==> src/hdl/tcdm_pkg.sv <==
// ---------------------------------------------------------------------------
// TCDM adapter package
// Word and address widths, atomic opcodes and the request structs shared
// by the bank adapter blocks
// ---------------------------------------------------------------------------

package tcdm_pkg;

  // Memory word, fixed at one 32-bit word
  localparam int unsigned DataWidth = 32;
  // Byte address toward the bank
  localparam int unsigned AddrWidth = 32;
  // One enable per data byte
  localparam int unsigned BeWidth   = DataWidth / 8;

  // ---------------------------------------------------------------------------
  // Atomic opcodes
  // ---------------------------------------------------------------------------
  // Codes 4'hA to 4'hF carry no atomic and behave like 4'h0
  typedef enum logic [3:0] {
    AmoNone = 4'h0,
    AmoSwap = 4'h1,
    AmoAdd  = 4'h2,
    AmoAnd  = 4'h3,
    AmoOr   = 4'h4,
    AmoXor  = 4'h5,
    AmoMax  = 4'h6,
    AmoMaxu = 4'h7,
    AmoMin  = 4'h8,
    AmoMinu = 4'h9
  } amo_op_e;

  // ---------------------------------------------------------------------------
  // Request structs
  // ---------------------------------------------------------------------------
  // Incoming request on the valid/ready side
  typedef struct packed {
    logic [AddrWidth-1:0] addr;
    amo_op_e              amo;
    logic                 write;
    logic [DataWidth-1:0] wdata;
    logic [BeWidth-1:0]   be;
  } tcdm_req_t;

  // Command toward the SRAM, qualified by the request strobe
  typedef struct packed {
    logic [AddrWidth-1:0] addr;
    logic                 write;
    logic [DataWidth-1:0] wdata;
    logic [BeWidth-1:0]   be;
  } mem_req_t;

endpackage

==> src/hdl/amo_alu.sv <==
// ---------------------------------------------------------------------------
// Atomic ALU
// Computes the new memory word from the old word and the request operand,
// one shared 33-bit adder serves add and all four comparisons
// ---------------------------------------------------------------------------

`timescale 1ns/10ps

module amo_alu (
  input  tcdm_pkg::amo_op_e              op_i,
  input  logic [tcdm_pkg::DataWidth-1:0] mem_i,
  input  logic [tcdm_pkg::DataWidth-1:0] operand_i,
  output logic [tcdm_pkg::DataWidth-1:0] result_o
);

  import tcdm_pkg::*;

  // Adder inputs carry one extra bit for sign or zero extension
  logic [DataWidth:0] add_a;
  logic [DataWidth:0] add_b;
  logic [DataWidth:0] add_sum;

  // Operand selection for the shared adder
  always_comb begin
    // Add uses both words sign extended
    add_a = {mem_i[DataWidth-1], mem_i};
    add_b = {operand_i[DataWidth-1], operand_i};
    case (op_i)
      // Signed compare as mem minus operand
      AmoMax, AmoMin: begin
        add_b = -{operand_i[DataWidth-1], operand_i};
      end
      // Unsigned compare with zero extension
      AmoMaxu, AmoMinu: begin
        add_a = {1'b0, mem_i};
        add_b = -{1'b0, operand_i};
      end
      default: ;
    endcase
  end

  assign add_sum = add_a + add_b;

  // Result selection, the top sum bit is set when mem is below operand
  always_comb begin
    // Swap and plain accesses pass the operand on
    result_o = operand_i;
    case (op_i)
      AmoAdd:  result_o = add_sum[DataWidth-1:0];
      AmoAnd:  result_o = mem_i & operand_i;
      AmoOr:   result_o = mem_i | operand_i;
      AmoXor:  result_o = mem_i ^ operand_i;
      AmoMax,
      AmoMaxu: result_o = add_sum[DataWidth] ? operand_i : mem_i;
      AmoMin,
      AmoMinu: result_o = add_sum[DataWidth] ? mem_i : operand_i;
      default: ;
    endcase
  end

endmodule

==> src/hdl/resp_slot.sv <==
// ---------------------------------------------------------------------------
// Response slot
// Holds one response payload until it is taken, as a two-entry spill
// register or as a single-entry fall-through register
// ---------------------------------------------------------------------------

`timescale 1ns/10ps

module resp_slot #(
  parameter type T           = logic,
  parameter bit  FallThrough = 1'b0
) (
  input  logic clk_i,
  input  logic rst_ni,
  // Upstream side
  input  logic valid_i,
  output logic ready_o,
  input  T     data_i,
  // Downstream side
  output logic valid_o,
  input  logic ready_i,
  output T     data_o
);

  if (FallThrough) begin : gen_fall_through
    // -------------------------------------------------------------------------
    // Single entry, input visible at the output in the same cycle
    // -------------------------------------------------------------------------
    logic full_q;
    T     data_q;

    // Only an empty slot takes new data
    assign ready_o = ~full_q;
    assign valid_o = full_q | valid_i;
    // Stored entry has priority over the incoming one
    assign data_o  = full_q ? data_q : data_i;

    always_ff @(posedge clk_i or negedge rst_ni) begin
      if (!rst_ni) begin
        full_q <= 1'b0;
      end else if (full_q) begin
        // Leaves once the downstream takes it
        full_q <= ~ready_i;
      end else begin
        // Keep the input only if it was not taken right away
        full_q <= valid_i & ~ready_i;
      end
    end

    always_ff @(posedge clk_i) begin
      if (!full_q && valid_i && !ready_i) begin
        data_q <= data_i;
      end
    end
  end else begin : gen_spill
    // -------------------------------------------------------------------------
    // Two entries, one cycle from input to output
    // -------------------------------------------------------------------------
    logic a_full_q, b_full_q;
    T     a_data_q, b_data_q;
    logic a_fill, a_drain;
    logic b_fill, b_drain;

    // Stage A takes input, stage B catches A when the output stalls
    assign a_fill  = valid_i & ready_o;
    assign a_drain = a_full_q & ~b_full_q;
    assign b_fill  = a_drain & ~ready_i;
    assign b_drain = b_full_q & ready_i;

    assign ready_o = ~a_full_q | ~b_full_q;
    assign valid_o = a_full_q | b_full_q;
    // Stage B is always the older entry
    assign data_o  = b_full_q ? b_data_q : a_data_q;

    always_ff @(posedge clk_i or negedge rst_ni) begin
      if (!rst_ni) begin
        a_full_q <= 1'b0;
        b_full_q <= 1'b0;
      end else begin
        if (a_fill || a_drain) a_full_q <= a_fill;
        if (b_fill || b_drain) b_full_q <= b_fill;
      end
    end

    always_ff @(posedge clk_i) begin
      if (a_fill) a_data_q <= data_i;
      if (b_fill) b_data_q <= a_data_q;
    end
  end

endmodule

==> src/hdl/adapter_ctrl.sv <==
// ---------------------------------------------------------------------------
// Adapter control
// Accepts requests, steers the SRAM port and runs the read-modify-write
// sequence of the atomics
// ---------------------------------------------------------------------------

`timescale 1ns/10ps

module adapter_ctrl #(
  // Registers the ALU result, one extra cycle per atomic
  parameter bit RegisterAmo = 1'b0
) (
  input  logic                           clk_i,
  input  logic                           rst_ni,
  // Request side
  input  logic                           in_valid_i,
  output logic                           in_ready_o,
  input  tcdm_pkg::tcdm_req_t            in_req_i,
  // Response valid but not yet taken
  input  logic                           resp_pending_i,
  // Strobes toward the two response slots
  output logic                           meta_push_o,
  output logic                           rdata_capture_o,
  // Atomic ALU
  output tcdm_pkg::amo_op_e              amo_op_o,
  output logic [tcdm_pkg::DataWidth-1:0] amo_operand_o,
  input  logic [tcdm_pkg::DataWidth-1:0] amo_result_i,
  // SRAM side
  output logic                           out_req_o,
  output tcdm_pkg::mem_req_t             out_cmd_o
);

  import tcdm_pkg::*;

  typedef enum logic [1:0] {
    Idle,
    DoAmo,
    WriteBack
  } state_e;

  state_e state_q, state_d;

  // Handshake and access qualifiers
  logic req_accepted;
  logic is_amo;
  logic amo_wb;
  logic capture_q;

  // Operands of the atomic in flight
  amo_op_e              amo_op_q;
  logic [AddrWidth-1:0] addr_q;
  logic [DataWidth-1:0] operand_q;
  logic [DataWidth-1:0] wb_data;

  // ---------------------------------------------------------------------------
  // Request acceptance
  // ---------------------------------------------------------------------------
  // Blocked while an atomic owns the port or a response waits
  assign in_ready_o   = (state_q == Idle) & ~resp_pending_i;
  assign req_accepted = in_valid_i & in_ready_o;
  // Unused codes fall back to plain loads and stores
  assign is_amo = in_req_i.amo inside {AmoSwap, AmoAdd, AmoAnd, AmoOr, AmoXor,
                                       AmoMax, AmoMaxu, AmoMin, AmoMinu};

  // Metadata enters its slot in the acceptance cycle
  assign meta_push_o = req_accepted;

  // Cycles in which the SRAM port carries the atomic write
  assign amo_wb = (state_q == WriteBack) | ((state_q == DoAmo) & ~RegisterAmo);

  // ---------------------------------------------------------------------------
  // SRAM port steering
  // ---------------------------------------------------------------------------
  always_comb begin
    // Request passes straight through when idle
    out_req_o       = req_accepted | amo_wb;
    out_cmd_o.addr  = in_req_i.addr;
    out_cmd_o.write = in_req_i.write;
    out_cmd_o.wdata = in_req_i.wdata;
    out_cmd_o.be    = in_req_i.be;
    if (amo_wb) begin
      // Full word write of the atomic result
      out_cmd_o.addr  = addr_q;
      out_cmd_o.write = 1'b1;
      out_cmd_o.wdata = wb_data;
      out_cmd_o.be    = '1;
    end
  end

  // ---------------------------------------------------------------------------
  // Atomic FSM
  // ---------------------------------------------------------------------------
  always_comb begin
    state_d = state_q;
    case (state_q)
      // Read of the old word happens on acceptance
      Idle:      if (req_accepted && is_amo) state_d = DoAmo;
      // Old word arrives here, write now or one cycle later
      DoAmo:     state_d = RegisterAmo ? WriteBack : Idle;
      WriteBack: state_d = Idle;
      default:   state_d = Idle;
    endcase
  end

  // Optional result register between ALU and write port
  if (RegisterAmo) begin : gen_result_reg
    logic [DataWidth-1:0] result_q;

    always_ff @(posedge clk_i) begin
      if (state_q == DoAmo) result_q <= amo_result_i;
    end

    assign wb_data = result_q;
  end else begin : gen_result_direct
    assign wb_data = amo_result_i;
  end

  assign amo_op_o      = amo_op_q;
  assign amo_operand_o = operand_q;

  // Read data shows up one cycle after a request, never after a write-back
  assign rdata_capture_o = capture_q;

  always_ff @(posedge clk_i or negedge rst_ni) begin
    if (!rst_ni) begin
      state_q   <= Idle;
      capture_q <= 1'b0;
    end else begin
      state_q   <= state_d;
      capture_q <= out_req_o & ~amo_wb;
    end
  end

  // Operands kept for the write-back
  always_ff @(posedge clk_i) begin
    if (req_accepted && is_amo) begin
      amo_op_q  <= in_req_i.amo;
      addr_q    <= in_req_i.addr;
      operand_q <= in_req_i.wdata;
    end
  end

endmodule

==> src/hdl/tcdm_adapter.sv <==
// ---------------------------------------------------------------------------
// TCDM bank adapter
// Converts a valid/ready request stream into SRAM strobes, returns each
// response with its metadata and performs atomics on the bank
// ---------------------------------------------------------------------------

`timescale 1ns/10ps

module tcdm_adapter #(
  parameter type meta_t      = logic,
  parameter bit  RegisterAmo = 1'b0
) (
  input  logic                           clk_i,
  input  logic                           rst_ni,
  // Request side
  input  logic                           in_valid_i,
  output logic                           in_ready_o,
  input  tcdm_pkg::tcdm_req_t            in_req_i,
  input  meta_t                          in_meta_i,
  // Response side
  output logic                           in_valid_o,
  input  logic                           in_ready_i,
  output logic [tcdm_pkg::DataWidth-1:0] in_rdata_o,
  output meta_t                          in_meta_o,
  // SRAM side
  output logic                           out_req_o,
  output tcdm_pkg::mem_req_t             out_cmd_o,
  input  logic [tcdm_pkg::DataWidth-1:0] out_rdata_i
);

  import tcdm_pkg::*;

  // Slot strobes and status
  logic meta_push, rdata_capture;
  logic meta_valid, rdata_valid;
  logic resp_accepted, resp_pending;

  // Atomic ALU connections
  amo_op_e              amo_op;
  logic [DataWidth-1:0] amo_operand;
  logic [DataWidth-1:0] amo_result;

  // Response needs both parts, read data is always the later one
  assign in_valid_o    = meta_valid & rdata_valid;
  assign resp_accepted = in_valid_o & in_ready_i;
  assign resp_pending  = in_valid_o & ~in_ready_i;

  adapter_ctrl #(
    .RegisterAmo(RegisterAmo)
  ) i_ctrl (
    .clk_i          (clk_i),
    .rst_ni         (rst_ni),
    .in_valid_i     (in_valid_i),
    .in_ready_o     (in_ready_o),
    .in_req_i       (in_req_i),
    .resp_pending_i (resp_pending),
    .meta_push_o    (meta_push),
    .rdata_capture_o(rdata_capture),
    .amo_op_o       (amo_op),
    .amo_operand_o  (amo_operand),
    .amo_result_i   (amo_result),
    .out_req_o      (out_req_o),
    .out_cmd_o      (out_cmd_o)
  );

  // Old memory word straight from the SRAM
  amo_alu i_amo_alu (
    .op_i     (amo_op),
    .mem_i    (out_rdata_i),
    .operand_i(amo_operand),
    .result_o (amo_result)
  );

  // Metadata waits a cycle for its read data
  resp_slot #(
    .T          (meta_t),
    .FallThrough(1'b0)
  ) i_meta_slot (
    .clk_i  (clk_i),
    .rst_ni (rst_ni),
    .valid_i(meta_push),
    .ready_o(),
    .data_i (in_meta_i),
    .valid_o(meta_valid),
    .ready_i(resp_accepted),
    .data_o (in_meta_o)
  );

  // Read data only stored if the response stalls
  resp_slot #(
    .T          (logic [DataWidth-1:0]),
    .FallThrough(1'b1)
  ) i_rdata_slot (
    .clk_i  (clk_i),
    .rst_ni (rst_ni),
    .valid_i(rdata_capture),
    .ready_o(),
    .data_i (out_rdata_i),
    .valid_o(rdata_valid),
    .ready_i(resp_accepted),
    .data_o (in_rdata_o)
  );

endmodule

==> config.mk <==
export PLATFORM = sky130hd
export DESIGN_NAME = tcdm_adapter
export DESIGN_NICKNAME = d
export VERILOG_FILES = /design/src/hdl/tcdm_pkg.sv /design/src/hdl/amo_alu.sv /design/src/hdl/resp_slot.sv /design/src/hdl/adapter_ctrl.sv /design/src/hdl/tcdm_adapter.sv
export SDC_FILE = /design/constraint.sdc
export NUM_CORES = 1
export LEC_CHECK = 0
export ABC_CLOCK_PERIOD_IN_PS = 6400
export BUFFER_PORTS_ARGS = -buffer_cell sky130_fd_sc_hd__buf_2
export CAP_MARGIN = 40
export CORE_AREA = 2 2 152 154
export CTS_BUF_LIST = sky130_fd_sc_hd__clkbuf_4
export CTS_CLUSTER_DIAMETER = 100
export DETAILED_ROUTE_END_ITERATION = 16
export DIE_AREA = 0 0 154 156
export PLACE_DENSITY = 0.74
export SLEW_MARGIN = 20
export SYNTH_ARGS = -nofsm -noshare
export SYNTH_HDL_FRONTEND = slang
export SYNTH_SLANG_ARGS = --single-unit
==> constraint.sdc <==
create_clock -name clk_i -period 6.4 [get_ports clk_i]
set_clock_uncertainty 0.1 [all_clocks]
set_input_delay 0.96 -clock clk_i [delete_from_list [all_inputs] [get_ports clk_i]]
set_output_delay 0.96 -clock clk_i [all_outputs]
set_load 0.01 [all_outputs]
==> reports/qor.yml <==
worst_setup_path:
  worst-setup-path-type: "flip-flop to output pin"
  critPathCaptureType: "output pin"
  crit_arrival_ns: 5.27
  critPathMaxFanout: 8
  regToRegSetupSlack_ns: 3.63
  r2r-end: "i_ctrl.addr_q[6]"
  rr_startpoint: "i_ctrl.state_q[0]"
  crit_required_ns: 5.34
  cp-start-kind: "flip-flop"
  rr_worst_depth: 5
pwr:
  max-vdd-ir-drop_uv: 120
  total_power_w: 0.00303
  power_density_mw_per_mm2: 252
  seqPwrFrac_pct: 32.3
  combPwrFrac_pct: 54.4
  switchingPower_w: 0.00133
  swShare_pct: 44.1
  p_int_w: 0.00169
  power_frac_clock_pct: 13.3
  p_leak_nw: 5.08
sta:
  hold_violations: 0
  period_share_pct: 99.0
  period_minus_slack_ns: 6.33
  finalSetupViolCount: 0
  fmax_ghz: 0.158
  rsz0062_at_grt: "yes"
  max_slew_margin_pct: 56.6
  final_max_slew_viol_count: 0
  hold_ws_ns: 0.0795
  worst_pin_slew_ns: 0.650
  setup_ws_ns: 0.0658
synth:
  synth_edf_count: 102
  synth_area_per_cell_um2: 9.55
  synth_area_mm2: 0.00950
  syn_nets: 1203
  syn_inst: 994
  ys_seq_elements: 107
  yosys_warnings: 0
  synth_cell_type_count: 78
  synth_ff_type: "edfxtp_1"
  synth_seq_area_share_pct: 33.6
  async_reset_ff_share_pct: 4.67
die:
  io_pins: 215
  initial_core_util_pct: 42.5
  rows: 55
  die_y_um: 156
  core_mm2: 0.0224
  die_x_um: 154
  dieArea_mm2: 0.0240
finish:
  stdcell_area_mm2: 0.0120
  area_delta_synth_final_pct: 26.4
  fill_cells: 2011
  post-route-util_pct: 53.7
  nets: 1458
  drive_above_1_share_pct: 36.5
cts:
  cts_tree: "built"
  cts_hold_buf: 0
  root_buffer: "clkbuf_4"
  clkTransAtPathRegs_ns: 0.21
  cts_max_level: 3
  clock_sinks: 107
  cts_buffer_depth: 2
  cts_buffers: 9
  clock_latency_ns: 0.54
routing:
  routed-wl-met2_um: 13900
  detail-route-antenna-nets: 0
  topRoutingLayerUsed: "met5"
  routedWlPerCell_um: 19.2
  met1Wirelength_um: 12900
  wl_um: 29500
  drt_iter0_markers: 799
  vias: 8935
  drcViolationCount: 0
  wl_met3_um: 2150
  viasPerCell: 5.80
  first_pass_iters: 5
global_routing:
  grt_pass1_vias: 8557
  grt_pass1_wl_um: 45300
  gr-total-overflow: 0
  grt_max_degree: 55
  antenna_found_initial: 2
  grtUsageTotal_pct: 23.6
worst_hold_path:
  hp-class: "input pin to async pin"
place:
  io_buffer_count: 214
  post-place-ws_ns: 0.0161
  dp_hpwl_um: 21300
  gp_congestion: 0.914
  place_area_mm2: 0.0111
run_status:
  outcome: "completed"
run:
  maxCapViolCount: 0
[metal layers]
layer / global-route usage, % / vias to the layer above
li1: - / 4276
met1: 30.7 / 4261
met2: 40.1 / 352
met3: 4.81 / 44
met4: 6.54 / 2
met5: 0 / -
[cells by family after synthesis]
logic type               Yosys count  share of synthesized area, %
multiplexers                      39                          4.74
adder cells (fa/ha/maj)           99                          13.1
AND/OR/NAND/NOR                  246                          13.2
buffers and inverters            136                          6.02
XOR/XNOR                          58                          5.55
flip-flops                       107                          33.6
AO/OA/AOI/OAI                    309                          23.8
[layout make-up]
class	count	area [µm²]	area share, %
Sequential cell	107	3190	26.6
Multi-Input combinational cell	751	6100	50.8
Inverter	75	282	2.35
Antenna cell	1	2.50	0.0209
Clock inverter	7	96.3	0.803
Clock buffer	9	67.6	0.563
Timing Repair Buffer	305	1900	15.9
Tap cell	285	357	2.97
[how the worst max path moves through the flow]
stage / slack (ns) / endpoint / cells past startpoint / start
floorplan: 0.54 / out_cmd_o[27] / 16 / i_ctrl.amo_operand_o[7]
global placement: 0.18 / out_cmd_o[33] / 19 / i_ctrl.amo_operand_o[11]
detailed placement: 0.02 / out_cmd_o[33] / 19 / i_ctrl.amo_operand_o[11]
CTS: -0.02 / out_cmd_o[33] / 20 / i_ctrl.amo_operand_o[11]
global route: -0.21 / out_cmd_o[18] / 21 / i_ctrl.amo_operand_o[1]
finish: 0.07 / out_cmd_o[18] / 18 / i_ctrl.amo_operand_o[16]
[timing repair]
action                                  CTS  global route
setup buffers                            12            32
pin swaps                                11            35
endpoints found under the setup margin   32            32
resized for setup                        31            43
gates cloned                              0             1
[registers in the layout, summed over array words and instances (netlist names)]
signal	flops
i_ctrl.amo_op_o	4
i_ctrl.state_q	1
i_rdata_slot.gen_fall_through.full_q	1
i_meta_slot.gen_spill.b_data_q	1
i_meta_slot.gen_spill.a_full_q	1
i_ctrl.rdata_capture_o	1
i_meta_slot.gen_spill.a_data_q	1
i_rdata_slot.gen_fall_through.data_q	32
i_ctrl.addr_q	32
i_ctrl.amo_operand_o	32
i_meta_slot.gen_spill.b_full_q	1
[per-stage QoR]
stage | cells | TNS (ns)
floorplan | 994 | 0
detailed placement | 1476 | 0
global route | 1540 | -3.62
global placement | 1473 | 0
CTS | 1504 | -0.0168
finish | 1540 | 0
[power by group through the flow]
stage / clock network, W / registers (W) / logic (W)
finish: 0.000403 / 0.000979 / 0.00165
detailed placement: 0 / 0.000993 / 0.00150
global route: 0.000436 / 0.000994 / 0.00180
CTS: 0.000417 / 0.000978 / 0.00154
global placement: 0 / 0.00101 / 0.00144
floorplan: 0 / 0.000948 / 0.00102
[layout by cell type, fill, tap and decap left out, types with 42 or more instances in the layout]
cell and instances:
nor2_1 58, o21ai_0 67, buf_4 77, edfxtp_1 102, ha_1 91, a21oi_1 42
inv_1 73, xnor2_1 44, nand2_1 84, buf_2 214
[worst max-delay path, stage by stage, from the launching register on]
cell	delay, ns
edfxtp_1	0.44
or4_4	0.60
or4_1	0.45
o21ai_2	0.16
xnor2_1	0.08
ha_2	0.39
nand2_1	0.12
nor2_2	0.11
nand4_1	0.10
o21bai_4	0.22
a2111oi_4	0.58
nor2_8	0.10
xnor2_4	0.27
mux2i_4	0.33
buf_6	0.17
buf_12	0.14
o21ai_0	0.08
o211ai_1	0.19
buf_2	0.17
[cell usage after synthesis, drive strengths merged (25+ instances only)]
cell type,n,area share (%)
ha,98,13
edfxtp,102,32
o21ai,76,4.0
mux2,35,4.2
a221oi,36,4.9
nand2,86,3.4
a21oi,45,2.4
inv,75,3.0
clkbuf,46,1.8
nor2,62,2.6
xnor2,45,4.3
o22ai,28,1.8
o2111ai,25,2.3
No activity file was read; power rests on OpenSTA's default activity.
